==> config.mk <==
export PLATFORM = sky130hd
export DESIGN_NAME = kv_hash_stage
export DESIGN_NICKNAME = d
export VERILOG_FILES = /design/src/design/kv_geom_pkg.sv /design/src/design/kv_hash_stage.sv
export SDC_FILE = /design/constraint.sdc
export NUM_CORES = 1
export LEC_CHECK = 0
export BUFFER_PORTS_ARGS = -buffer_cell sky130_fd_sc_hd__buf_2
export CORE_MARGIN = 1.5
export CORE_UTILIZATION = 36
export DETAILED_ROUTE_END_ITERATION = 7
export HOLD_SLACK_MARGIN = 0.1
export PLACE_DENSITY = 0.87
export SYNTH_ARGS = -nofsm -noshare
export SYNTH_HDL_FRONTEND = slang
export SYNTH_SLANG_ARGS = --single-unit
export TNS_END_PERCENT = 5
==> constraint.sdc <==
create_clock -name clock -period 0.8 [get_ports clock]
set_input_delay 0.16 -clock clock [delete_from_list [all_inputs] [get_ports clock]]
set_output_delay 0.16 -clock clock [all_outputs]
set_load 0.02 [all_outputs]
==> src/design/kv_geom_pkg.sv <==
// sizes fixed at compile time; key 0 is reserved to mark an empty slot and never stored
package kv_geom_pkg;

  // key and value words
  localparam int key_width = 16;
  localparam int val_width = 16;

  // one slot holds a key and its value
  localparam int slot_width = key_width + val_width;
  localparam int slot_bytes = slot_width / 8;

  // slots per line, slot index in the result code
  localparam int num_slots        = 4;
  localparam int slot_index_width = $clog2(num_slots);

  // a line is the unit read from the table
  localparam int line_width = num_slots * slot_width;
  localparam int line_bytes = line_width / 8; // one write-enable bit per byte

  // table depth
  localparam int num_lines   = 64;
  localparam int index_width = $clog2(num_lines);

  // address register plus output register in the RAM
  localparam int ram_read_latency = 2;

  typedef logic [key_width-1:0]   key_t;
  typedef logic [val_width-1:0]   val_t;
  typedef logic [index_width-1:0] index_t;

endpackage

==> src/design/kv_hash_stage.sv <==
// first pipeline stage; opcode 0 is treated as nop and never enters the pipeline
`timescale 1ns/1ps

module kv_hash_stage
  import kv_geom_pkg::*;
(
  input  logic       clock,
  input  logic       reset,
  input  logic       in_valid,
  input  logic [1:0] in_opcode,
  input  key_t       in_key,
  input  val_t       in_value,
  output logic       hs_valid,
  output logic [1:0] hs_opcode,
  output key_t       hs_key,
  output val_t       hs_value,
  output index_t     hs_index
);

  index_t fold_index;
  logic   take_cmd;

  // fold the 16-bit key down to a 6-bit line index
  assign fold_index = in_key[5:0]
                    ^ in_key[11:6]
                    ^ index_t'(in_key[15:12]); // top nibble zero-extended

  assign take_cmd = in_valid && (in_opcode != 2'd0); // drop nops here

  always_ff @(posedge clock) begin
    if (reset) begin
      hs_valid <= 1'b0;
    end else begin
      hs_valid <= take_cmd;
    end
  end

  // command payload travels beside hs_valid
  always_ff @(posedge clock) begin
    hs_opcode <= in_opcode;
    hs_key    <= in_key;
    hs_value  <= in_value;
    hs_index  <= fold_index;
  end

endmodule

; Yosys cells after proc, flatten, opt, wreduce, memory -nomap -nowiden
; Cells that the tools add are included.
[word_totals]
ff_bits = 41
output_inout_bits = 41
latchBits = 0
n_memories = 0
rom_bits = 0
ram_bits = 0
wordCells = 9
[classes]
n_div = 0
n_mul = 0
muxes = 0
n_lt_le_gt_ge = 0
n_shift = 0
bitwise = 2
n_reduce_logical = 2
eq_ne = 0
n_addsub = 0
[op_table]
columns = operator, n
row1 = 6-bit by 4-bit bitwise XOR with 6-bit output, 1
row2 = 6-bit bitwise XOR, 1
row3 = 2-bit nonzero test, 1
row4 = 1-bit logical AND, 1

; Depth between registers and ports, before layout
[depth]
ltp_word = 2
ltp_mapped = 2
depth_no_buf = 2

; Least setup slack after synthesis
; OpenSTA, ideal clock, no wires.
[synth_path]
path_kind = register to output
startpoint = register hs_index[0]
endpoint = output hs_index[0]
arrival_time_ps = 395
path_buffers = 0
stages_incl_launch_ff = 1
t_required_ps = 640
slack_ps = 245
path_cell_list = dfxtp_1
[synth_rtl]
columns = item, line
row1 = start: declaration, kv_hash_stage.sv:17  ; output index_t hs_index
row2 = start signal: assignment, kv_hash_stage.sv:43  ; hs_index <= fold_index;
; No word-level cell between the ends.

; Worst setup path in the final report
[layout_path]
startpoint = register hs_key[15]
endpoint = output hs_key[15]
[layout_rtl]
columns = item, line
row1 = start: declaration, kv_hash_stage.sv:15  ; output key_t hs_key,
row2 = start signal: assignment, kv_hash_stage.sv:41  ; hs_key <= in_key;
; No word-level cell between the ends.

==> run_results.csv <==
group,metric,value,unit
run_status,status,"finished, violations left",
run_status,violations,"setup timing",
setup_path,cp.required,0.64,ns
synthesis,synth_nets,90,
sta,holdWs,0.140,ns
sta,slew_headroom,0.864,
detailed_routing,drc,0,
sta,worst_pin_slew,0.203,ns
cells_and_area,seq_area,872,µm²
place,place_ws,0.131,ns
clock_network,cts_setup_buffers,0,
clock_network,clk_pin_slew_worst_paths,0.11,ns
setup_path,critPathTopFamily,"flip-flops",
die,ios,78,
synthesis,yosysSeqAreaShare,0.893,
synthesis,synth-main-ff-cell,"dfxtp_1",
worst_hold_path,holdPathStages,3,
power_and_ir_drop,powerDensity,1920,nW/µm²
global_route,grt_pass1_wl,3440,µm
clock_network,h-tree-depth,2,
cells_and_area,nets,210,
detailed_routing,drtIter0Drc,2,
global_route,grt_max_degree,13,
setup_path,arrival,0.79,ns
place,portBuffers,77,
clock_network,clockBufferDepth,2,
cells_and_area,fillers,136,
sta,fmax,1.06,GHz
synthesis,ys_ff_latch,41,
worst_hold_path,min_from,"in_key[15]",
place,place_congestion,0.674,
detailed_routing,met3_length,217,µm
die,core,2450,µm²
synthesis,syn_avg_cell_area,17.4,µm²
synthesis,synth.most_common_cell,"dfxtp_1",
synthesis,ys_top_cells_by_count,"41 x dfxtp_1, 8 x xnor2_1, 2 x xor2_1",
synthesis,yosysTopAreaCell,"dfxtp_1",
detailed_routing,top_layer_used,"met4",
sta,rsz0062_at_grt,"yes",
job,maxCapViolCount,0,
setup_path,crit_buf_inv,1,
detailed_routing,met1_length,746,µm
setup_path,critPathSlowestCell,"dfxtp_2",
die,start_util,0.375,
synthesis,postSynthCellCount,53,
sta,timing.final.crit_share,1.18,
cells_and_area,drive_gt1_frac,0.718,
synthesis,synth_top_area_frac,0.893,
power_and_ir_drop,worst_ir_drop_vdd,1.82,mV
detailed_routing,post_drt_wl_per_cell,12.2,µm
sta,finalSetupViolCount,42,
clock_network,numCtsBuffers,5,
setup_path,startpoint_type,"flip-flop",
synthesis,syn_area,920,µm²
global_route,antenna_found_initial,0,
clock_network,cts_root_buf,"clkbuf_4",
sta,slew_viol_final,0,
global_route,grt_overflow,0,
worst_hold_path,min_to,"hs_index[3]",
cells_and_area,diodes,0,
detailed_routing,via_per_inst,4.09,
detailed_routing,dr_total_vias,835,
power_and_ir_drop,leakagePower,0.947,nW
cells_and_area,final_util,0.840,
die,die_w,53.5,µm
synthesis,synthArstFlopShare,0,
sta,min_period,0.946,ns
die,die_y,53.5,µm
synthesis,synth-edff-count,0,
detailed_routing,drt-pass1-iter-count,2,
setup_path,cp-end-kind,"output pin",
cells_and_area,multiInputGateArea,98.8,µm²
setup_path,worstPathMaxFanout,1,
worst_hold_path,hp-class,"in2reg",
clock_network,tritoncts,"done",
detailed_routing,wl,2490,µm
die,rows,18,
die,die_area,2870,µm²
detailed_routing,dr_wl_met2,1490,µm
synthesis,yosys_warnings,0,
sta,hold_violations,0,
place,hpwl,1330,µm
cells_and_area,area_growth,124,%
sta,worst_slack,-0.146,ns
synthesis,synthDistinctLibCells,5,
setup_path,path_cells,"buf_6",
setup_path,critPathKind,"reg2out",
clock_network,cts_sinks,41,
detailed_routing,ant_nets,0,
global_route,grt_pass1_vias,868,
synthesis,synthTopCellsByArea,"dfxtp_1 89%, xnor2_1 7.6%, xor2_1 1.9%",
global_route,grt_usage,0.179,
setup_path,max_stage_delay,0.34,ns
## per-stage QoR
stage               area [µm²]  TNS (ns)  total power, W  cells
floorplan                  920         0         0.00249     53
global placement          1340         0         0.00271    160
detailed placement        1340         0         0.00272    160
CTS                       2060     -6.23         0.00399    204
global route              2060     -7.47         0.00417    204
finish                    2060     -5.55         0.00395    204
## report_power, final
| part | switching [W] | internal, W | total [W] |
|---|---|---|---|
| Sequential | 0.0000646 | 0.00220 | 0.00227 |
| Clock | 0.000578 | 0.000335 | 0.000913 |
| Combinational | 0.000309 | 0.000460 | 0.000769 |
## worst min-delay path, delay by kind of cell
| family | cells | cell delay [ns] |
|---|---|---|
| buf+inv | 1 | 0.09 |
| xor+xnor | 2 | 0.19 |
## final cells by class
| cell class | instances | area share |
|---|---|---|
| timing repair buffer | 113 | 0.486 |
| sequential | 41 | 0.423 |
| multi-input combinational | 12 | 0.0479 |
| clock buffer | 6 | 0.0200 |
| tap | 30 | 0.0182 |
| clock inverter | 2 | 0.00485 |
## layer usage
metal | vias up | global-route usage
li1 | 401 | -
met1 | 380 | 0.131
met2 | 50 | 0.379
met3 | 4 | 0.0667
met4 | 0 | 0.0897
met5 | - | 0
## state kept, by name, indices dropped and copies added, names as in the netlist
name       flops
hs_key        16
hs_value      16
hs_opcode      2
hs_index       6
hs_valid       1
## placed cells by master (no fill, tap or decap), drive strengths merged
cell type	instances
clkinv	2
buf	77
xor2	2
nor2	1
dlygate4sd3	36
xnor2	8
clkbuf	6
nor3b	1
dfxtp	41
## worst max path at each step
| stage | from | endpoint | slack (ns) | cells after the start |
|---|---|---|---|---|
| 2_1_floorplan | hs_index[0] | hs_index[0] | 0.24 | 0 |
| 3_3_place_gp | in_key[8] | hs_index[2] | 0.17 | 3 |
| 3_5_place_dp | in_key[1] | hs_index[1] | 0.13 | 3 |
| 4_1_cts | hs_opcode[0] | hs_opcode[0] | -0.16 | 1 |
| 5_1_grt | hs_value[1] | hs_value[1] | -0.20 | 1 |
| 6_report | hs_key[15] | hs_key[15] | -0.15 | 1 |
## logic make-up (layout without fill, tap and decap cells)
family	Yosys count	in the layout	share of synthesized area
DFF	41	41	0.893
xor gates and xnor gates	10	10	0.0952
and+or+nand+nor	2	2	0.0122
buffers and inverters	0	121	0
## repair_timing
item                                   4_1_cts  5_1_grt
setup endpoints to repair                   41       42
gates resized for setup                    123        0
endpoints found under the hold margin       41        0
hold buffers                                36        0
Power figures use the tool's default switching activity.
