$ cat config.mk
export PLATFORM = sky130hd
export DESIGN_NAME = kv_update_stage
export DESIGN_NICKNAME = d
export VERILOG_FILES = /design/src/design/kv_geom_pkg.sv /design/src/design/kv_cmd_pkg.sv /design/src/design/kv_update_stage.sv
export SDC_FILE = /design/constraint.sdc
export NUM_CORES = 1
export LEC_CHECK = 0
export BUFFER_PORTS_ARGS = -buffer_cell sky130_fd_sc_hd__buf_2
export CORE_MARGIN = 5
export CORE_UTILIZATION = 34
export DETAILED_ROUTE_END_ITERATION = 12
export GPL_TIMING_DRIVEN = 0
export PLACE_DENSITY = 0.8
export SETUP_SLACK_MARGIN = 0.3
export SYNTH_ARGS = -nofsm -noshare
export SYNTH_HDL_FRONTEND = slang
export SYNTH_SLANG_ARGS = --single-unit
$ cat constraint.sdc
create_clock -name clock -period 0.8 [get_ports clock]
set_input_delay 0 -clock clock [delete_from_list [all_inputs] [get_ports clock]]
set_output_delay 0 -clock clock [all_outputs]
set_load 0.03 [all_outputs]
$ cat src/design/kv_geom_pkg.sv
// sizes fixed at compile time; key 0 is reserved to mark an empty slot and never stored
package kv_geom_pkg;

  // key and value words
  localparam int key_width = 16;
  localparam int val_width = 16;

  // one slot holds a key and its value
  localparam int slot_width = key_width + val_width;
  localparam int slot_bytes = slot_width / 8;

  // slots per line, slot index in the result code
  localparam int num_slots        = 4;
  localparam int slot_index_width = $clog2(num_slots);

  // a line is the unit read from the table
  localparam int line_width = num_slots * slot_width;
  localparam int line_bytes = line_width / 8; // one write-enable bit per byte

  // table depth
  localparam int num_lines   = 64;
  localparam int index_width = $clog2(num_lines);

  // address register plus output register in the RAM
  localparam int ram_read_latency = 2;

  typedef logic [key_width-1:0]   key_t;
  typedef logic [val_width-1:0]   val_t;
  typedef logic [index_width-1:0] index_t;

endpackage

$ cat src/design/kv_cmd_pkg.sv
// encodings assume four slots per line; the line union relies on slot 0 sitting in the low bits
package kv_cmd_pkg;

  import kv_geom_pkg::*;

  // 2-bit command
  typedef logic [1:0] opcode_t;

  localparam opcode_t op_nop    = 2'd0;
  localparam opcode_t op_search = 2'd1;
  localparam opcode_t op_insert = 2'd2;
  localparam opcode_t op_delete = 2'd3;

  // result code: {found, full, slot[1:0]}
  typedef logic [3:0] rescode_t;

  localparam int rc_found_bit = 3; // key was in the line
  localparam int rc_full_bit  = 2; // insert found no room

  // key lives in the low half of each slot
  typedef struct packed {
    val_t value;
    key_t key;
  } slot_t;

  // one table line seen two ways
  //   slots  used by the compare and by the line builder
  //   bytes  used by the masked write into the RAM
  typedef union packed {
    slot_t [num_slots-1:0]       slots;
    logic  [line_bytes-1:0][7:0] bytes;
  } line_t;

endpackage

$ cat src/design/kv_update_stage.sv
// result and write-back stage; out_value returns the old value on a hit, zero otherwise
`timescale 1ns/1ps

module kv_update_stage
  import kv_geom_pkg::*;
  import kv_cmd_pkg::*;
(
  input  logic                        clock,
  input  logic                        reset,
  input  logic                        sm_valid,
  input  opcode_t                     sm_opcode,
  input  key_t                        sm_key,
  input  val_t                        sm_value,
  input  index_t                      sm_index,
  input  logic                        sm_hit,
  input  logic [slot_index_width-1:0] sm_hit_slot,
  input  logic                        sm_has_empty,
  input  logic [slot_index_width-1:0] sm_empty_slot,
  input  val_t                        sm_hit_value,
  output logic                        out_valid,
  output rescode_t                    out_rescode,
  output val_t                        out_value,
  output key_t                        out_key,
  output logic                        wr_en,
  output index_t                      wr_index,
  output logic [line_bytes-1:0]       wr_mask,
  output line_t                       wr_line
);

  logic [slot_index_width-1:0] slot_sel;
  rescode_t                    rescode_d;
  logic                        write_d;
  logic                        clear_d;
  line_t                       line_d;

  always_comb begin
    slot_sel  = sm_hit ? sm_hit_slot : sm_empty_slot; // existing key before a fresh slot
    rescode_d = '0;
    write_d   = 1'b0;
    clear_d   = 1'b0;
    case (sm_opcode)
      op_search: begin
        rescode_d[rc_found_bit] = sm_hit;
        rescode_d[slot_index_width-1:0] = sm_hit ? sm_hit_slot : '0;
      end
      op_insert: begin
        if (sm_hit || sm_has_empty) begin
          write_d = 1'b1;
          rescode_d[rc_found_bit] = sm_hit;
          rescode_d[slot_index_width-1:0] = slot_sel;
        end else begin
          rescode_d[rc_full_bit] = 1'b1; // line full, nothing written
        end
      end
      op_delete: begin
        if (sm_hit) begin
          write_d = 1'b1;
          clear_d = 1'b1;
          rescode_d[rc_found_bit] = 1'b1;
          rescode_d[slot_index_width-1:0] = sm_hit_slot;
        end
      end
      default: ;
    endcase
    // same pair in every slot, the mask picks one
    for (int s = 0; s < num_slots; s++) begin
      line_d.slots[s].key   = clear_d ? '0 : sm_key;
      line_d.slots[s].value = clear_d ? '0 : sm_value;
    end
  end

  always_ff @(posedge clock) begin
    if (reset) begin
      out_valid <= 1'b0;
      wr_en     <= 1'b0;
    end else begin
      out_valid <= sm_valid;
      wr_en     <= sm_valid && write_d;
    end
  end

  always_ff @(posedge clock) begin
    out_rescode <= rescode_d;
    out_value   <= sm_hit ? sm_hit_value : '0;
    out_key     <= sm_key;
    wr_index    <= sm_index;
    wr_mask     <= line_bytes'({slot_bytes{1'b1}}) << (slot_sel * slot_bytes);
    wr_line     <= line_d;
  end

endmodule

# After elaboration in Yosys (flattened, before gate mapping)
# Index checks and enable logic that the tools add are counted.
[op_classes]
eq_ne = 3
n_mux = 13
n_reduce_logical = 3
shifts = 1
[ops]
columns = ["op", "count"]
rows = [
  ["$mux W16", 2],
  ["$shl A4 B4 Y16 const A", 1],
  ["$mux W2", 3],
  ["$mux W1", 5],
  ["$eq A2 B2 Y1 const B", 2],
  ["$pmux W2 S2", 1],
  ["$pmux W1 S3", 1],
  ["$eq A2 B1 Y1 const B", 1],
  ["$pmux W1 S2", 1],
  ["$reduce_or A2 Y1", 1],
  ["$logic_and A1 B1 Y1", 1],
  ["$logic_or A1 B1 Y1", 1],
]
[word_totals]
regBits = 188
output_inout_bits = 188

# Depth between registers and ports, before layout
# Gate-level depths: netlist (run 1).
[depth]
ltp_word = 4
mapped_depth = 4
ltp_nobuf = 2

# Least setup slack after synthesis (run 1)
# No wires, ideal clock.
[synth_timing]
path_kind = "reg2out"
start = "reg wr_line[100] (netlist name)"
end = "out wr_line[100] (netlist name)"
required_time_ns = 0.800
path_buffers = 1
setup_slack_ns = 0.061
t_arrival_ns = 0.739
stages_incl_launch_ff = 2
cell_sequence = "dfxtp_1 > buf_4"
[synth_lines]
columns = ["element", "line", "rtl"]
rows = [
  ["start, declared", "kv_update_stage.sv:27", "output line_t wr_line"],
  ["start signal, assigned", "kv_update_stage.sv:88", "wr_line <= line_d;"],
]
# No word-level cell between the ends.

==> impl_metrics.tcl, run 1 <==
set metrics [dict create \
    ys_seq_elements 80 \
    htree_levels 3 \
    drc_errors 0 \
    wl_met2_um 6251 \
    final_nets 614 \
    final_min_period_over_clock_period_pct 121.0 \
    violations "negative hold slack, negative setup slack" \
    power.total_w 0.01156 \
    timing.hold.ws_ns -0.1746 \
    hold_viol 42 \
    clkSinkCount 80 \
    fin_util_pct 80.11 \
    wl_per_cell_um 16.83 \
    crit_family "flip-flops" \
    rsz0062_at_grt "yes" \
    crit_buf_inv 2 \
    dieArea_mm2 0.01058 \
    drive_gt1_share_pct 89.89 \
    leakage_nw 3.243 \
    highest_layer "met4" \
    seq_area_frac_synth_pct 54.61 \
    drt-total-wl_um 11090 \
    maxSlewViolCount 0 \
    slew_headroom_pct 83.19 \
    synth_cells 265 \
    switchingPower_w 0.003590 \
    critPathSlowestCell "dfxtp_4" \
    ys.warnings.count 0 \
    avgSynthCellArea_um2 11.07 \
    p_int_w 0.007971 \
    overflow 0 \
    wl_met3_um 1078 \
    fmax_mhz 1033 \
    antenna_found_initial 0 \
    fp-row-count 33 \
    sequentialPowerShare_pct 39.0 \
    cpMostUsedCell "buf_6" \
    cap_violations 0 \
    drt_iter0_markers 17 \
    grtUsageTotal_pct 20.36 \
    peakVddDrop_uv 1424 \
    yosysTopAreaCell "dfxtp_1" \
    core_mm2 0.008299 \
    crit_fanout 4 \
    yosysUniqueCellTypes 19 \
    first_pass_iters 4 \
    setup_slack_ns -0.1683 \
    totalNegativeSetupSlack_ns -17.86 \
    grt_pass1_vias 3020 \
    setup_violations 153 \
    io_pins 253 \
    yosysTopAreaCellShare_pct 54.61 \
    synth.most_common_cell "buf_4" \
    p_comb_share_pct 34.3 \
    grt_max_degree 15 \
    clkSlewWorstSetupHoldPaths_ns 0.09 \
    m1WireLength_um 3459 \
    finalCriticalPeriod_ns 0.9683 \
    cts-root-buf "clkbuf_8" \
    synth-main-ff-cell "dfxtp_1" \
    critPathArrivalTime_ns 0.97 \
    power.density_mw_per_mm2 1739 \
    synth_nets 330 \
    crit_path_start_kind "flip-flop" \
    antenna_left 0 \
    worstPathRequired_ns 0.80 \
    cts_tree "yes" \
    dr_total_vias 2727 \
    clockBufferDepth 2 \
    tightest_slew_ns 0.2487 \
    synthTopCellsByArea "dfxtp_1 (55%), buf_4 (28%), and2_2 (8.2%)" \
    grt_pass1_wl_um 16150 \
    p_sw_share_pct 31.05 \
    die_h_um 102.9 \
    area_delta_synth_final_pct 126.7 \
    die_x_um 102.9 \
    num_antenna_cells 0 \
    hpwlAfterDp_um 6993 \
    path_cells "buf_6 -> buf_6" \
    gp_congestion 0.7601 \
    netlist_top_cells_count "buf_4 (108), dfxtp_1 (80), and2_2 (32)" \
    critPathKind "reg2out" \
    io_buffers 251 \
    status "finished, violations left" \
    start_util_pct 35.34 \
    critPathCaptureType "output pin" \
    cts_buffers 9 \
    synth-edff-count 0 \
    whs_path_depth 2 \
    pwr-share-clk_pct 26.8 \
    crit_cells 2 \
    viasPerCell 4.138 \
    crit_path_max_incr_delay_ns 0.38 \
    synthesis.area_mm2 0.002933 \
    synthArstFlopShare_pct 0 \
    hp-class "in2reg" \
]
## flip-flops by register name (all words and copies together) (netlist names)
register	count
wr_en	1
wr_mask	4
out_value	16
out_valid	1
wr_line	32
wr_index	6
out_rescode	4
out_key	16
## timing repair
item	4_1_cts	5_1_grt
cloned	0	0
hold endpoints to repair	80	74
setup endpoints to repair	192	209
pin swaps	0	2
buffers inserted	0	0
gates resized for setup	408	25
hold buffers	22	16
## power by group through the flow
stage	registers, W	clock network (W)	logic (W)
3_3_place_gp	0.00449	0	0.00298
6_report	0.00451	0.00309	0.00396
2_1_floorplan	0.00497	0	0.00173
3_5_place_dp	0.00450	0	0.00302
5_1_grt	0.00455	0.00336	0.00412
4_1_cts	0.00449	0.00319	0.00387
## area by class of cell
type	count	area, µm²
timing repair buffer	273	2651
sequential	80	1792
fill	439	1650
buffer	115	1310
multi-input combinational	67	538.0
clock buffer	11	152.6
tap	105	131.4
clock inverter	5	62.56
inverter	3	11.26
## cell families (layout without fill, tap and decap cells)
group           count (synthesis)  count (layout)  synth area share (%)
compound gates                 10              10                 2.645
buf+inv                       118             407                 29.35
flops                          80              80                 54.61
simple gates                   57              57                 13.40
## metrics by stage
step	hold WS, ns	cell area [µm²]	cells	setup slack (ns)
floorplan	0.02772	3570	265	0.1507
global placement	0.1034	4957	621	-0.1266
detailed placement	0.1041	4957	621	-0.1708
CTS	-0.1919	6580	659	-0.1645
global route	-0.1918	6649	659	-0.2208
finish	-0.1746	6649	659	-0.1683
## final timing paths
check	slack (ns)	startpoint	to
setup / recovery	-0.17	wr_line[125]	wr_line[61]
hold / removal	-0.17	reset	out_valid
## per-layer routing
| layer | track usage [%] | vias up |
|---|---|---|
| met5 | 0 | - |
| met4 | 7.570 | 0 |
| met3 | 7.037 | 22 |
| met2 | 40.07 | 162 |
| met1 | 19.12 | 1259 |
| li1 | - | 1284 |
## placed cells by master, fill, tap and decap left out, types with 2 or more instances in the layout
cell / netlist / final
buf_4: 108 / 3
nand2_1: 3 / 3
and2_4: 0 / 30
o21ai_2: 0 / 2
dfxtp_4: 0 / 36
clkinv_4: 0 / 3
and2_1: 16 / 16
o32ai_1: 4 / 3
clkbuf_8: 0 / 12
buf_8: 0 / 2
buf_2: 0 / 62
clkbuf_16: 0 / 2
buf_6: 1 / 293
inv_1: 3 / 3
and2_2: 32 / 2
dlygate4sd3_1: 0 / 22
nor2b_1: 2 / 2
dfxtp_2: 0 / 44
o211ai_1: 2 / 2
(Power assumes the default switching activity.)
==> run 2: changes to the inputs <==
--- a/config.mk
+++ b/config.mk
@@ -11,6 +11,7 @@
 export DETAILED_ROUTE_END_ITERATION = 12
 export GPL_TIMING_DRIVEN = 0
 export PLACE_DENSITY = 0.8
+export RECOVER_POWER = 100
 export SETUP_SLACK_MARGIN = 0.3
 export SYNTH_ARGS = -nofsm -noshare
 export SYNTH_HDL_FRONTEND = slang
==> run 2 against run 1 <==
Compared with the run above: the run still ends with negative hold slack, negative setup slack left; critical path depth unchanged; die area unchanged; utilization decreased by 0.83 points; setup slack improved by 0.0022 ns; global-route usage unchanged; routed wire length about the same; non-clock buffer count unchanged; combinational power decreased by 1%; hold slack got worse by 0.0010 ns; design area decreased by 1.0%; critical path type unchanged; maximum frequency increased by 0.23%; clock power about the same.
==> impl_metrics.tcl, run 2 (synthesis gave the netlist of run 1 again) <==
set metrics [dict create \
    power.total_w 0.01151 \
    setup_violations 153 \
    status "finished, violations left" \
    io_pins 253 \
    drive_gt1_share_pct 88.81 \
    cpMostUsedCell "buf_6" \
    dieArea_mm2 0.01058 \
    reg_top3 "wr_line: 32 flops, out_key: 16 flops, out_value: 16 flops" \
    area_delta_synth_final_pct 124.4 \
    htree_levels 3 \
    crit_path_start_kind "flip-flop" \
    p_sw_share_pct 31.03 \
    switchingPower_w 0.003572 \
    final_min_period_over_clock_period_pct 120.8 \
    pwr-share-clk_pct 26.8 \
    viasPerCell 4.146 \
    start_util_pct 35.34 \
    tightest_slew_ns 0.4140 \
    dp.cells 621 \
    core_mm2 0.008299 \
    crit_path_max_incr_delay_ns 0.38 \
    dr_total_vias 2732 \
    clkSinkCount 80 \
    final_nets 614 \
    drc_errors 0 \
    grt_max_degree 15 \
    hpwlAfterDp_um 6993 \
    wl_per_cell_um 16.83 \
    num_antenna_cells 0 \
    antenna_found_initial 0 \
    leakage_nw 3.204 \
    clkSlewWorstSetupHoldPaths_ns 0.09 \
    crit_buf_inv 2 \
    path_cells "buf_6 -> buf_6" \
    die_h_um 102.9 \
    hp-class "in2reg" \
    dp_slack_ns -0.1708 \
    power.density_mw_per_mm2 1749 \
    slew_headroom_pct 72.40 \
    cap_violations 0 \
    cts_tree "yes" \
    peakVddDrop_uv 1420 \
    p_int_w 0.007938 \
    largest_reg_flops 32 \
    whs_path_depth 2 \
    crit_family "flip-flops" \
    postPlaceCellArea_mm2 0.004957 \
    maxSlewViolCount 0 \
    clockBufferDepth 2 \
    worstPathRequired_ns 0.80 \
    finish.instance_area_mm2 0.006580 \
    fin_util_pct 79.29 \
    grtUsageTotal_pct 20.36 \
    critPathCaptureType "output pin" \
    layout.cells.non_filler 659 \
    hold_viol 42 \
    timing.hold.ws_ns -0.1756 \
    sequentialPowerShare_pct 39.1 \
    critPathArrivalTime_ns 0.97 \
    critPathKind "reg2out" \
    critPathSlowestCell "dfxtp_4" \
    p_comb_share_pct 34.1 \
    drt-total-wl_um 11090 \
    regMostFlops "wr_line" \
    cts_buffers 9 \
    crit_fanout 4 \
    crit_cells 2 \
    first_pass_iters 4 \
    cts-root-buf "clkbuf_8" \
    finalCriticalPeriod_ns 0.9661 \
    antenna_left 0 \
    rsz0062_at_grt "yes" \
    drt_iter0_markers 18 \
    cts_setup_buffers 0 \
    fp-row-count 33 \
    io_buffers 251 \
    layout_common_cells "buf_6 (292), buf_2 (61), dfxtp_2 (44), dfxtp_4 (36), and2_4 (26)" \
    overflow 0 \
    gp_congestion 0.7601 \
    grt_pass1_vias 3020 \
    fmax_mhz 1035 \
    die_x_um 102.9 \
    setup_slack_ns -0.1661 \
    final_common_cell "buf_6" \
    grt_pass1_wl_um 16150 \
    violations "negative hold slack, negative setup slack" \
]
-- run 2: changes by cell type in the layout (fill, tap and decap cells not counted) --
cell      delta
and2_0       +6
and2_1       -4
and2_2       +2
and2_4       -4
buf_2        -1
buf_6        -1
buf_8        -1
clkbuf_1     +3
clkbuf_2     +4
clkbuf_4     -1
clkbuf_8     -3
nand3_1      +1
nand3_4      -1
-- run 2: path summary, 6_finish.rpt --
check	from	end	slack, ns
setup / recovery	wr_line[125]	wr_line[61]	-0.17
hold / removal	reset	out_valid	-0.18
-- run 2: per-stage QoR --
stage / setup TNS, ns / hold slack [ns]
final: -17.71 / -0.1756
after global routing: -25.12 / -0.1918
after CTS: -20.54 / -0.1919
after detailed placement: -0.7631 / 0.1041
after global placement: -0.5055 / 0.1034
after floorplan: 0 / 0.02772
-- run 2: power groups by stage --
| stage | Clock [W] | Sequential [W] | Combinational (W) |
|---|---|---|---|
| 2_1_floorplan | 0 | 0.00497 | 0.00173 |
| 3_3_place_gp | 0 | 0.00449 | 0.00298 |
| 3_5_place_dp | 0 | 0.00450 | 0.00302 |
| 4_1_cts | 0.00319 | 0.00449 | 0.00387 |
| 5_1_grt | 0.00336 | 0.00455 | 0.00408 |
| 6_report | 0.00308 | 0.00450 | 0.00392 |
-- run 2: final cells by class --
type,instances,area (µm²)
timing repair buffer,273,2643
sequential,80,1792
fill,453,1719
buffer,115,1270
multi-input combinational,67,518.0
clock buffer,11,152.6
tap,105,131.4
clock inverter,5,62.56
inverter,3,11.26
-- run 2: what timing repair did --
item | 4_1_cts | 5_1_grt
hold buffers | 22 | 16
hold endpoints to repair | 80 | 74
pin swaps | 0 | 2
endpoints found under the setup margin | 192 | 209
gates resized for setup | 408 | 25
-- run 2: metal layers --
layer / global-route usage (%) / vias up / routed length [µm]
met1: 19.12 / 1262 / 3403
met2: 40.07 / 163 / 6260
li1: - / 1285 / -
met3: 7.037 / 22 / 1131
met4: 7.570 / 0 / 296
met5: 0 / - / 0
