--- src/design/kv_geom_pkg.sv ---
// sizes fixed at compile time; key 0 is reserved to mark an empty slot and never stored
package kv_geom_pkg;

  // key and value words
  localparam int key_width = 16;
  localparam int val_width = 16;

  // one slot holds a key and its value
  localparam int slot_width = key_width + val_width;
  localparam int slot_bytes = slot_width / 8;

  // slots per line, slot index in the result code
  localparam int num_slots        = 4;
  localparam int slot_index_width = $clog2(num_slots);

  // a line is the unit read from the table
  localparam int line_width = num_slots * slot_width;
  localparam int line_bytes = line_width / 8; // one write-enable bit per byte

  // table depth
  localparam int num_lines   = 64;
  localparam int index_width = $clog2(num_lines);

  // address register plus output register in the RAM
  localparam int ram_read_latency = 2;

  typedef logic [key_width-1:0]   key_t;
  typedef logic [val_width-1:0]   val_t;
  typedef logic [index_width-1:0] index_t;

endpackage

--- src/design/kv_cmd_pkg.sv ---
// encodings assume four slots per line; the line union relies on slot 0 sitting in the low bits
package kv_cmd_pkg;

  import kv_geom_pkg::*;

  // 2-bit command
  typedef logic [1:0] opcode_t;

  localparam opcode_t op_nop    = 2'd0;
  localparam opcode_t op_search = 2'd1;
  localparam opcode_t op_insert = 2'd2;
  localparam opcode_t op_delete = 2'd3;

  // result code: {found, full, slot[1:0]}
  typedef logic [3:0] rescode_t;

  localparam int rc_found_bit = 3; // key was in the line
  localparam int rc_full_bit  = 2; // insert found no room

  // key lives in the low half of each slot
  typedef struct packed {
    val_t value;
    key_t key;
  } slot_t;

  // one table line seen two ways
  //   slots  used by the compare and by the line builder
  //   bytes  used by the masked write into the RAM
  typedef union packed {
    slot_t [num_slots-1:0]       slots;
    logic  [line_bytes-1:0][7:0] bytes;
  } line_t;

endpackage

--- src/design/kv_slot_match.sv ---
// compare stage; a key of zero never hits since zero marks an empty slot
`timescale 1ns/1ps

module kv_slot_match
  import kv_geom_pkg::*;
  import kv_cmd_pkg::*;
(
  input  logic                        clock,
  input  logic                        reset,
  input  line_t                       rd_line,
  input  logic                        dl_valid,
  input  opcode_t                     dl_opcode,
  input  key_t                        dl_key,
  input  val_t                        dl_value,
  input  index_t                      dl_index,
  output logic                        sm_valid,
  output opcode_t                     sm_opcode,
  output key_t                        sm_key,
  output val_t                        sm_value,
  output index_t                      sm_index,
  output logic                        sm_hit,
  output logic [slot_index_width-1:0] sm_hit_slot,
  output logic                        sm_has_empty,
  output logic [slot_index_width-1:0] sm_empty_slot,
  output val_t                        sm_hit_value
);

  logic [num_slots-1:0]        hit_vec;
  logic [num_slots-1:0]        empty_vec;
  logic                        hit_any;
  logic [slot_index_width-1:0] hit_slot;
  logic                        empty_any;
  logic [slot_index_width-1:0] empty_slot;

  // per-slot compare on the slot view
  always_comb begin
    for (int s = 0; s < num_slots; s++) begin
      hit_vec[s]   = (rd_line.slots[s].key == dl_key) && (dl_key != '0);
      empty_vec[s] = (rd_line.slots[s].key == '0);
    end
  end

  // lowest set slot wins, so scan from the top down
  always_comb begin
    hit_any    = 1'b0;
    hit_slot   = '0;
    empty_any  = 1'b0;
    empty_slot = '0;
    for (int s = num_slots - 1; s >= 0; s--) begin
      if (hit_vec[s]) begin
        hit_any  = 1'b1;
        hit_slot = slot_index_width'(s);
      end
      if (empty_vec[s]) begin
        empty_any  = 1'b1;
        empty_slot = slot_index_width'(s);
      end
    end
  end

  always_ff @(posedge clock) begin
    if (reset) begin
      sm_valid <= 1'b0;
    end else begin
      sm_valid <= dl_valid;
    end
  end

  // decision and command travel together into the update stage
  always_ff @(posedge clock) begin
    sm_opcode     <= dl_opcode;
    sm_key        <= dl_key;
    sm_value      <= dl_value;
    sm_index      <= dl_index;
    sm_hit        <= hit_any;
    sm_hit_slot   <= hit_slot;
    sm_has_empty  <= empty_any;
    sm_empty_slot <= empty_slot;
    sm_hit_value  <= rd_line.slots[hit_slot].value; // only meaningful on a hit
  end

endmodule

--- config.mk ---
export PLATFORM = sky130hd
export DESIGN_NAME = kv_slot_match
export DESIGN_NICKNAME = d
export VERILOG_FILES = /design/src/design/kv_geom_pkg.sv /design/src/design/kv_cmd_pkg.sv /design/src/design/kv_slot_match.sv
export SDC_FILE = /design/constraint.sdc
export NUM_CORES = 1
export LEC_CHECK = 0
export ABC_AREA = 1
export BUFFER_PORTS_ARGS = -buffer_cell sky130_fd_sc_hd__buf_2
export CORE_MARGIN = 5
export CORE_UTILIZATION = 43
export DETAILED_ROUTE_END_ITERATION = 8
export PLACE_DENSITY = 0.81
export SYNTH_ARGS = -nofsm -noshare
export SYNTH_HDL_FRONTEND = slang
export SYNTH_SLANG_ARGS = --single-unit
--- constraint.sdc ---
create_clock -name clock -period 2.2 [get_ports clock]
set_clock_uncertainty 0.15 [all_clocks]
set_input_delay 0.22 -clock clock [delete_from_list [all_inputs] [get_ports clock]]
set_output_delay 0.22 -clock clock [all_outputs]
set_load 0.005 [all_outputs]
## Yosys cells after proc, flatten, opt, wreduce, memory -nomap -nowiden

Index checks and enable logic that the tools add are counted.
Widths: inputs -> output; s select.

| storage, ports and cells | value |
|---|---|
| flip-flop bits (word level) | 63 |
| bits in latches | 0 |
| RAM bits | 0 |
| ROM bits | 0 |
| output and inout port bits | 63 |
| word-level logic and storage cells | 39 |
| memories | 0 |

| cells by class | value |
|---|---|
| add/subtract/negate cells | 0 |
| $mul | 0 |
| divide/modulo/power cells | 0 |
| magnitude comparators | 1 |
| eq/ne operators | 4 |
| shift-type cells | 0 |
| mux-type cells | 11 |
| bitwise logic cells | 0 |
| reduce and logical (&&, ||, !) cells | 12 |

Operators by type and width:

| cell | number |
|---|---|
| $bmux 32 s2 | 1 |
| $eq 16x16->1 | 4 |
| $logic_not 16->1 | 4 |
| $mux 32 | 1 |
| $reduce_bool 16->1 | 1 |
| $mux 2 | 6 |
| $reduce_or 3->1 | 2 |
| $logic_and 1x1->1 | 4 |
| $lt 2x3->1 const B | 1 |
| $mux 1 | 3 |
| $reduce_or 2->1 | 1 |

## Depth between registers and ports, before layout

Gate-level depths: netlist (run 1).

| logic depth | value |
|---|---|
| word-level depth | 8 |
| mapped depth | 15 |

## Worst setup path after synthesis (run 1)

OpenSTA, ideal clock, no wires.

| path | value |
|---|---|
| path type | input to register |
| start | in dl_key[12] |
| end | reg sm_hit_value[14] |
| setup time | 0.114 ns |
| arrival | 1.439 ns |
| data required time | 1.936 ns |
| slack | 0.497 ns |
| stages on the path | 12 |
| path buffers | 2 |
| path through | buf_2 -> xnor2_1 -> nand2_1 -> nor2_1 -> nand2_1 -> nor2_2 -> nand2_1 -> nand2_4 -> buf_2 -> nand3_1 -> nand3_1 -> nand2_1 |

| between the ends | value |
|---|---|
| longest elaborated chain between the ends | 8 |
| elaborated cells on any way between the ends | 15 |
| classes of those cells | eq/ne: 4; mux: 6; reduce/logical: 5 |

Ends and longest elaborated chain:

| element | RTL line | source |
|---|---|---|
| from (decl) | kv_slot_match.sv:13 | `input key_t dl_key,` |
| $eq 16x16->1 / $reduce_bool 16->1 (equally long branches) | kv_slot_match.sv:38 | `hit_vec[s] = (rd_line.slots[s].key == dl_key) && (dl_key != '0);` |
| $logic_and 1x1->1 | kv_slot_match.sv:38 |  |
| $mux 2 (3 in a row) | kv_slot_match.sv:50 | `if (hit_vec[s]) begin` |
| $mux 2 (*) | kv_slot_match.sv:50 |  |
| $bmux 32 s2 (*) | kv_slot_match.sv:79 | `sm_hit_value <= rd_line.slots[hit_slot].value;` |
| $mux 32 (not written as such) (*) | kv_slot_match.sv:79 |  |
| to (signal assigned) | kv_slot_match.sv:79 |  |
| to (decl) | kv_slot_match.sv:25 | `output val_t sm_hit_value` |

Every way passes the cells marked *; elsewhere a longest branch is shown, timed or not. The select of a mux whose other input is x is not followed.
A chain may end at the register's enable or synchronous reset.

## Worst setup path after layout (run 1)

| path | value |
|---|---|
| start | in dl_key[11] |
| end | reg sm_hit_value[0] |

Same word-level chain as after synthesis.

==> summary.txt, run 1 <==
Synth
  • #FFs+latches synth: 63
  • Cells after Synth: 559
  • Synth warn: 0
  • Post-synth EDFFs: 0
  • Cell type with the largest total area after synthesis: dfxtp_1
  • Sequential share of the synthesized area: 0.339
  • Post-synthesis average cell area: 6.66 µm²
  • Ys async rst share: 0
  • Post-synth top area share: 0.339
  • Synthesized area: 3720 µm²
  • Yosys cell types: 34
  • Synth Flop Type: dfxtp_1
  • Largest cells by area after synthesis: dfxtp_1 (34%), nand2_1 (13%), nand3_1 (10%)
  • Syn Nets: 730

Hold path
  • Min-Delay Path Class: input pin to flip-flop

Power
  • VDD IR max: 275 µV
  • PwrDens: 501 nW/µm²
  • P_leak: 3.15 nW

Run
  • Max-cap viol count: 0

Setup path
  • End point of the critical path: sm_hit_value[0]
  • CP max-delay cell: nand2_4
  • Critical Path RT: 2.28 ns
  • CP max FO: 32
  • CP bufs+invs: 2
  • Max incr delay on CP: 0.28 ns
  • Critical Path Start Type: input pin
  • Worst Setup SP: dl_key[11]
  • CP arrival: 1.93 ns
  • WP depth: 14
  • Most used cell, CP: nand2_1
  • Crit path kind: input pin to flip-flop
  • Crit-path leading delay family: simple AND/OR/NAND/NOR gates
  • Crit end category: flip-flop
  • Crit-path cells: buf_2 -> inv_2 -> nand2_1 -> nand2_1 -> nor2_1 -> nand2_1 -> nor2_1 -> nand3_1 -> nand2_1 -> nand2_4 -> nand2_4 -> nand2_1 -> nand3_1 -> nand2_1

Cells and area
  • Layout cells sized above 1: 0.335
  • Area delta synth->final: 49.6%
  • Diode count: 0
  • Area occupied by registers: 1260 µm²
  • Fillcell total: 760
  • Multi-input gate area: 1900 µm²
  • Most frequent cells in the layout: buf_2 (233), nand2_1 (131), inv_1 (96), nand3_1 (76), dfxtp_1 (63)
  • Leading cell type in the layout, fill and taps excluded: buf_2
  • Nets: 1006

Clock network
  • Clock transition at path regs: 0.08 ns
  • Post_cts resized: 0
  • Maximum root-to-sink buffer count: 2
  • Clock Tree Root: clkbuf_8
  • H-tree depth: 3
  • CTS tree: done
  • Clock sink count: 63
  • Num CTS Buffers: 9

Floorplan
  • Die H: 103 µm
  • Core area: 8590 µm²
  • Starting Density: 0.433
  • Die extent in x: 103 µm
  • Rows: 34
  • Ports: 234
  • Die area: 10600 µm²

Placement
  • I/O Buffers: 233
  • GP Congestion: 1.03
  • Dpl ws: 0.0802 ns
  • Final HPWL DP: 10.8 mm

STA
  • Final Setup Violations: 0
  • Slew @ Worst Pin: 0.379 ns
  • Final Hold Fails: 0
  • Final max-slew violation count: 0
  • Fin Hold WS: 0.0182 ns
  • Final Cycle Share: 0.840
  • Tmin final: 1.85 ns
  • Unrepaired setup endpoints after global routing: no
  • Slew HR: 0.747
  • TNS Setup: 0 ns
  • Peak Freq: 0.541 GHz
  • Worst Setup Slack, final: 0.351 ns

Global routing
  • Largest net degree at the start of global routing: 33
  • Global route hottest layer: met2
  • Total gr overflow: 0
  • Global-route wire length before repair: 21.6 mm
  • Vias in the first global route: 4515
  • M2 GR Usage: 0.482
  • Initial antenna violation count: 0
  • GRT Total Usage: 0.265
  • GR Util met3: 0.0677
  • GRT met1 Usage: 0.281

Route
  • Final WL: 14.3 mm
  • Drt pass-1 iters: 5
  • Antenna viol nets, final: 0
  • WL/cell: 15.0 µm
  • Vias/cell: 4.80
  • Initial DRC Count: 191
  • Via count: 4546
  • DRC violations left: 0

Outcome
  • Status: complete, no violations
synthesized netlist by cell type, drive strengths merged (2+ instances only):
cell type	n
nand2	135
inv	105
nand3	78
dfxtp	63
nor2	63
xor2	23
buf	22
xnor2	20
nor4	15
nand4	8
nor3	8
nand3b	4
o21ai	4
nor3b	3
a21oi	2
layout make-up:
class	instances	share of cell area
Multi-Input combinational cell	368	0.341
Timing Repair Buffer	288	0.306
Sequential cell	63	0.227
Inverter	105	0.0708
Tap cell	108	0.0243
Clock buffer	9	0.0223
Clock inverter	7	0.00944
how the worst min path moves through the flow:
stage                  from          endpoint  cells past startpoint
2_1_floorplan   dl_index[0]       sm_index[0]                      0
3_3_place_gp    dl_value[9]       sm_value[9]                      1
3_5_place_dp   dl_value[12]      sm_value[12]                      1
4_1_cts         rd_line[82]   sm_hit_value[2]                      5
5_1_grt         rd_line[90]  sm_hit_value[10]                      5
6_report        rd_line[85]   sm_hit_value[5]                      5
where the power goes:
| group | switching, mW | internal, mW | total (mW) |
|---|---|---|---|
| Clock | 0.522 | 0.420 | 0.942 |
| Sequential | 0.0134 | 1.20 | 1.21 |
| Combinational | 0.325 | 0.315 | 0.640 |
through the flow:
| step | util | cells | power (mW) | instance area (µm²) |
|---|---|---|---|---|
| floorplan | - | 559 | 1.50 | 3720 |
| global placement | 0.569 | 882 | 1.79 | 4890 |
| detailed placement | 0.569 | 882 | 1.79 | 4890 |
| CTS | 0.648 | 948 | 2.81 | 5570 |
| global route | 0.648 | 948 | 2.93 | 5570 |
| finish | 0.648 | 948 | 2.79 | 5570 |
flip-flops by register name (all words and copies together) (netlist names):
register and flops:
sm_value 16, sm_hit 1, sm_hit_value 16, sm_has_empty 1, sm_hit_slot 2, sm_key 16, sm_opcode 2, sm_valid 1
sm_empty_slot 2, sm_index 6
cells by family after synthesis:
family                 after synthesis  synth area share
AND/OR/NAND/NOR                    319             0.400
buffers and inverters              128             0.152
flip-flops                          63             0.339
XOR/XNOR                            43             0.101
AO/OA/AOI/OAI                        6           0.00807
metal layers:
| layer | vias to the layer above | routed length, µm |
|---|---|---|
| met1 | 1973 | 5130 |
| met5 | - | 0 |
| met3 | 40 | 1580 |
| met4 | 0 | 499 |
| li1 | 2256 | - |
| met2 | 277 | 7050 |
timing repair:
action | CTS | global route
setup buffers | 0 | 0
endpoints found under the hold margin | 48 | 0
hold buffers | 50 | 0
endpoints found under the setup margin | 0 | 0
No activity file was read; power rests on OpenSTA's default activity.
==> run 2: changes to the inputs <==
--- a/config.mk
+++ b/config.mk
@@ -8,9 +8,9 @@
 export ABC_AREA = 1
 export BUFFER_PORTS_ARGS = -buffer_cell sky130_fd_sc_hd__buf_2
 export CORE_MARGIN = 5
-export CORE_UTILIZATION = 43
+export CORE_UTILIZATION = 39
 export DETAILED_ROUTE_END_ITERATION = 8
-export PLACE_DENSITY = 0.81
+export PLACE_DENSITY = 0.77
 export SYNTH_ARGS = -nofsm -noshare
 export SYNTH_HDL_FRONTEND = slang
 export SYNTH_SLANG_ARGS = --single-unit
==> constraint.sdc (replaced) <==
create_clock -name clock -period 1.54 [get_ports clock]
set_clock_uncertainty 0.15 [all_clocks]
set_input_delay 0.154 -clock clock [delete_from_list [all_inputs] [get_ports clock]]
set_output_delay 0.154 -clock clock [all_outputs]
set_load 0.005 [all_outputs]
==> summary.txt, run 2 (synthesis results as in run 1) <==
Cells and area
  • Layout cells sized above 1: 0.450 (was 0.335)
  • Leading cell type in the layout, fill and taps excluded: buf_2 (unchanged)
  • Biggest regs: sm_hit_value x16, sm_key x16, sm_value x16 (unchanged)
  • Fillcell total: 601 (was 760)
  • Diode count: 0 (unchanged)
  • Nets: 1124 (was 1006)
  • Most frequent cells in the layout: buf_2 (216), nand2_1 (101), dlygate4sd3_1 (100), inv_1 (93), buf_4 (65) (was buf_2 (233), nand2_1 (131), inv_1 (96), nand3_1 (76), dfxtp_1 (63))
  • Area delta synth->final: 97.9% (was 49.6%)
  • Design Area, Final: 7360 µm² (was 5570 µm²)

Clock network
  • Num CTS Buffers: 9 (unchanged)
  • Clock Tree Root: clkbuf_8 (unchanged)
  • H-tree depth: 3 (unchanged)
  • Clock transition at path regs: 0.09 ns (was 0.08 ns)
  • Clock sink count: 63 (unchanged)
  • CTS tree: done (unchanged)
  • Maximum root-to-sink buffer count: 2 (unchanged)

STA
  • Final Hold Fails: 0 (unchanged)
  • Final max-slew violation count: 0 (unchanged)
  • Peak Freq: 0.603 GHz
  • Tmin final: 1.66 ns
  • Fin Hold WS: 0.00515 ns (was 0.0182 ns)
  • Final Setup Violations: 15 (was 0)
  • Final Cycle Share: 1.08
  • Slew @ Worst Pin: 0.410 ns (was 0.379 ns)
  • Slew HR: 0.724 (was 0.747)
  • Unrepaired setup endpoints after global routing: yes (was no)
  • Worst Setup Slack, final: -0.119 ns (was 0.351 ns)

Global routing
  • Initial antenna violation count: 0 (unchanged)
  • Total gr overflow: 0 (unchanged)
  • M2 GR Usage: 0.519 (was 0.482)
  • GRT Total Usage: 0.297 (was 0.265)
  • Global route hottest layer: met2 (unchanged)
  • GRT met1 Usage: 0.323 (was 0.281)
  • Global-route wire length before repair: 27.1 mm (was 21.6 mm)
  • Vias in the first global route: 5458 (was 4515)
  • GR Util met3: 0.0876 (was 0.0677)
  • Largest net degree at the start of global routing: 33 (unchanged)

Setup path
  • Crit path kind: input pin to flip-flop (unchanged)
  • CP max FO: 16 (was 32)
  • Critical Path Start Type: input pin (unchanged)
  • CP arrival: 1.75 ns (was 1.93 ns)
  • Crit end category: flip-flop (unchanged)
  • Critical Path RT: 1.63 ns (was 2.28 ns)

Hold path
  • Min-Delay Startpoint: dl_key[7] (was rd_line[85])
  • Min-Delay Path Class: input pin to flip-flop (unchanged)
  • WHS Endpoint: sm_key[7] (was sm_hit_value[5])
  • Hold Path Stages: 3 (was 5)

Route
  • DRC violations left: 0 (unchanged)
  • Antenna viol nets, final: 0 (unchanged)
  • Drt pass-1 iters: 7 (was 5)
  • Final WL: 20.3 mm (was 14.3 mm)
  • WL/cell: 18.7 µm (was 15.0 µm)
  • Via count: 5635 (was 4546)
  • Vias/cell: 5.18 (was 4.80)
  • Initial DRC Count: 447 (was 191)

Floorplan
  • Ports: 234 (unchanged)
  • Die area: 11600 µm² (was 10600 µm²)
  • Starting Density: 0.401 (was 0.433)
  • Die extent in x: 108 µm (was 103 µm)
  • Rows: 35 (was 34)
  • Die H: 108 µm (was 103 µm)
  • Core area: 9280 µm² (was 8590 µm²)

Run
  • Max-cap viol count: 0 (unchanged)

Placement
  • Final HPWL DP: 11.2 mm (was 10.8 mm)
  • GP Congestion: 0.965 (was 1.03)
  • I/O Buffers: 233 (unchanged)
  • Cell Area, Placed: 5470 µm² (was 4890 µm²)

Outcome
  • Status: finished, violations left (was complete, no violations)
  • Failing checks: setup timing

Power
  • P_leak: 3.94 nW (was 3.15 nW)
  • PwrDens: 633 nW/µm² (was 501 nW/µm²)
  • VDD IR max: 409 µV (was 275 µV)
  • Final total power: 4.66 mW (was 2.79 mW)
-- run 2: cell types whose count changed in the layout (fill, tap and decap cells not counted), sizes merged --
cell         change
inv              -1
nor2             +1
bufinv           +1
dlygate4sd3     +50
buf             +63
clkbuf           +4
-- run 2: final cells by class --
class,count,area (µm²),share of cell area
timing repair buffer,405,2960,0.402
multi-input combinational,369,2380,0.323
sequential,63,1260,0.171
inverter,105,397,0.0539
tap,129,161,0.0219
clock buffer,9,124,0.0168
clock inverter,7,80.1,0.0109
-- run 2: how the worst max path moves through the flow --
stage                           from               end  slack (ns)
after floorplan            dl_key[5]  sm_hit_value[14]       -0.06
after global placement     dl_key[0]   sm_hit_value[0]       -0.38
after detailed placement   dl_key[9]  sm_hit_value[11]       -0.37
after CTS                  dl_key[0]   sm_hit_value[3]       0.002
after global routing      dl_key[11]  sm_hit_value[10]       -0.15
final                     dl_key[11]  sm_hit_value[10]       -0.12
-- run 2: where the power goes --
part	switching, mW	internal, mW	total (mW)
Combinational	0.622	0.739	1.36
Sequential	0.0304	1.71	1.74
Clock	0.795	0.771	1.57
-- run 2: metrics by stage --
stage / std cells / setup WS (ns) / TNS, ns / utilization
6_report: 1087 / -0.119 / -0.750 / 0.793
5_1_grt: 1087 / -0.148 / -1.43 / 0.793
4_1_cts: 1073 / 0.00181 / 0 / 0.721
3_5_place_dp: 956 / -0.369 / -6.18 / 0.589
3_3_place_gp: 956 / -0.376 / -6.18 / 0.589
2_1_floorplan: 559 / -0.0604 / -0.956 / -
-- run 2: what timing repair did --
item	CTS	global route
hold buffers	100	0
gates resized for setup	2	133
pin swaps	2	49
hold endpoints to repair	56	0
buffers inserted	0	9
endpoints found under the setup margin	3	16
cloned	1	5
-- run 2: routing by layer --
layer	vias to the layer above	routed length, µm
li1	2502	-
met1	2516	6890
met2	491	9640
met3	126	2530
met4	0	1220
met5	-	0
-- run 2: worst max-delay path, stage by stage --
cell and delay, ns:
buf_4 0.15, xor2_1 0.16, nor2_1 0.21, nand2_1 0.10
nor2_2 0.16, nand3b_4 0.14, nand2_8 0.13, buf_12 0.15
nand3_1 0.16, nand3_4 0.15, nand2_2 0.08
==> run 3: changes to the inputs <==
--- a/config.mk
+++ b/config.mk
@@ -11,6 +11,7 @@
 export CORE_UTILIZATION = 39
 export DETAILED_ROUTE_END_ITERATION = 8
 export PLACE_DENSITY = 0.77
+export SETUP_SLACK_MARGIN = 0.15
 export SYNTH_ARGS = -nofsm -noshare
 export SYNTH_HDL_FRONTEND = slang
 export SYNTH_SLANG_ARGS = --single-unit
==> constraint.sdc (replaced) <==
create_clock -name clock -period 1.54 [get_ports clock]
set_clock_uncertainty 0.15 [all_clocks]
set_input_delay 0 -clock clock [delete_from_list [all_inputs] [get_ports clock]]
set_output_delay 0 -clock clock [all_outputs]
set_load 0.005 [all_outputs]
==> summary.txt, run 3 (synthesis results as in run 1) <==
Clock network
  • CTS tree: done (unchanged)
  • Maximum root-to-sink buffer count: 2 (unchanged)
  • H-tree depth: 3 (unchanged)
  • Clock transition at path regs: 0.09 ns (about the same)
  • Num CTS Buffers: 9 (unchanged)
  • Clock Tree Root: clkbuf_8 (unchanged)
  • Clock sink count: 63 (unchanged)

Placement
  • Final HPWL DP: 11.1 mm (was 11.2 mm)
  • Cell Count Post-Placement: 950 (was 956)
  • I/O Buffers: 233 (unchanged)
  • GP Congestion: 0.941 (was 0.965)
  • Dpl ws: -0.228 ns (was -0.369 ns)
  • Cell Area, Placed: 5420 µm² (was 5470 µm²)

STA
  • Final Setup Violations: 0 (was 15)
  • Tmin final: 1.50 ns (was 1.66 ns)
  • Peak Freq: 0.669 GHz (was 0.603 GHz)
  • Final max-slew violation count: 0 (unchanged)
  • Fin Hold WS: -0.0273 ns (was 0.00515 ns)
  • Unrepaired setup endpoints after global routing: yes (unchanged)
  • Slew HR: 0.698 (was 0.724)
  • Slew @ Worst Pin: 0.448 ns (was 0.410 ns)
  • Final Hold Fails: 2 (was 0)
  • Worst Setup Slack, final: 0.0441 ns (was -0.119 ns)
  • TNS Setup: 0 ns (was -0.750 ns)
  • Final Cycle Share: 0.971 (was 1.08)

Global routing
  • Global-route wire length before repair: 27.6 mm (was 27.1 mm)
  • Vias in the first global route: 5514 (was 5458)
  • Initial antenna violation count: 0 (unchanged)
  • Total gr overflow: 0 (unchanged)
  • GRT Total Usage: 0.307 (was 0.297)
  • Largest net degree at the start of global routing: 33 (unchanged)

Floorplan
  • Ports: 234 (unchanged)
  • Die H: 108 µm (unchanged)
  • Starting Density: 0.401 (unchanged)
  • Core area: 9280 µm² (unchanged)
  • Die extent in x: 108 µm (unchanged)
  • Die area: 11600 µm² (unchanged)
  • Rows: 35 (unchanged)

Route
  • Met3 wire length: 2.54 mm (was 2.53 mm)
  • WL/cell: 19.3 µm (was 18.7 µm)
  • Vias/cell: 5.11 (was 5.18)
  • Met2 WL: 10.1 mm (was 9.64 mm)
  • Initial DRC Count: 540 (was 447)
  • Drt pass-1 iters: 5 (was 7)
  • DRT met1 WL: 7.55 mm (was 6.89 mm)
  • DRC violations left: 0 (unchanged)
  • Top sig layer: met4 (unchanged)
  • Via count: 5661 (was 5635)
  • Antenna viol nets, final: 0 (unchanged)
  • Final WL: 21.4 mm (was 20.3 mm)

Power
  • PwrDens: 607 nW/µm² (was 633 nW/µm²)
  • VDD IR max: 500 µV (was 409 µV)
  • P_leak: 4.02 nW (was 3.94 nW)
  • Final total power: 4.65 mW (was 4.66 mW)

Setup path
  • CP max FO: 7 (was 16)
  • CP max-delay cell: nor2_1 (unchanged)
  • CP arrival: 1.63 ns (was 1.75 ns)
  • Crit path kind: input pin to flip-flop (unchanged)
  • Crit end category: flip-flop (unchanged)
  • Crit-path cells: buf_4 -> xor2_1 -> nor2_1 -> nand2_1 -> nor2_2 -> nand3b_4 -> nand2_8 -> nand2_8 -> buf_12 -> nand2_2 -> nand3_2 -> nand2_1 (was buf_4 -> xor2_1 -> nor2_1 -> nand2_1 -> nor2_2 -> nand3b_4 -> nand2_8 -> buf_12 -> nand3_1 -> nand3_4 -> nand2_2)
  • Crit-path leading delay family: simple AND/OR/NAND/NOR gates (unchanged)
  • Critical Path RT: 1.68 ns (was 1.63 ns)
  • CP bufs+invs: 2 (unchanged)
  • Max incr delay on CP: 0.19 ns (was 0.21 ns)
  • Critical Path Start Type: input pin (unchanged)

Hold path
  • Min-Delay Path Class: input pin to flip-flop (unchanged)
  • WHS Endpoint: sm_empty_slot[0] (was sm_key[7])
  • Min-Delay Startpoint: rd_line[108] (was dl_key[7])
  • Hold Path Stages: 6 (was 3)

Outcome
  • Status: finished, violations left (unchanged)
  • Failing checks: hold timing (was setup timing)

Run
  • Max-cap viol count: 0 (unchanged)

Cells and area
  • Layout cells sized above 1: 0.433 (was 0.450)
  • Fillcell total: 538 (was 601)
  • Non-Filler Instances: 1107 (was 1087)
  • Multi-input gate area: 2430 µm² (was 2380 µm²)
  • Nets: 1144 (was 1124)
  • Diode count: 0 (unchanged)
  • Biggest regs: sm_hit_value x16, sm_key x16, sm_value x16 (unchanged)
  • Design Area, Final: 7660 µm² (was 7360 µm²)
  • Leading cell type in the layout, fill and taps excluded: buf_2 (unchanged)
  • Most frequent cells in the layout: buf_2 (217), dlygate4sd3_1 (124), nand2_1 (103), inv_1 (95), dfxtp_1 (63) (was buf_2 (216), nand2_1 (101), dlygate4sd3_1 (100), inv_1 (93), buf_4 (65))
  • Area delta synth->final: 106% (was 97.9%)
  • Area occupied by registers: 1260 µm² (unchanged)
-- run 3: layout make-up --
class	count	area share
Sequential cell	63	0.165
Clock buffer	10	0.0167
Tap cell	129	0.0211
Timing Repair Buffer	424	0.419
Clock inverter	6	0.00899
Inverter	105	0.0525
Multi-Input combinational cell	370	0.317
-- run 3: how the worst max path moves through the flow --
stage	depth (start not counted)	end	slack, ns	start
after global placement	13	sm_hit_value[0]	-0.22	dl_key[0]
final	12	sm_hit_value[10]	0.04	dl_key[11]
after floorplan	14	sm_hit_value[14]	0.09	dl_key[5]
after CTS	12	sm_hit_value[7]	0.16	dl_key[9]
after detailed placement	13	sm_hit_value[6]	-0.23	dl_key[0]
after global routing	14	sm_hit_value[10]	0.003	dl_key[2]
-- run 3: metrics by stage --
step                 util  hold slack (ns)
floorplan               -           -0.122
global placement    0.584          -0.0481
detailed placement  0.584          -0.0464
CTS                 0.729          -0.0496
global route        0.825          0.00176
finish              0.825          -0.0273
-- run 3: what timing repair did --
action | 4_1_cts | 5_1_grt
setup endpoints to repair | 0 | 20
resized for setup | 0 | 145
hold endpoints to repair | 61 | 2
hold buffers | 115 | 9
setup buffers | 0 | 9
-- run 3: layer usage --
metal  up-vias  track usage
met1      2534        0.333
met4         0        0.174
met3       124        0.104
li1       2541            -
met5         -            0
met2       462        0.520
-- run 3: power breakdown --
part | switching (mW) | internal (mW) | leakage [nW]
Combinational | 0.631 | 0.769 | 3.39
Sequential | 0.0306 | 1.71 | 0.529
Clock | 0.755 | 0.757 | 0.0968
Total | 1.42 | 3.23 | 4.02
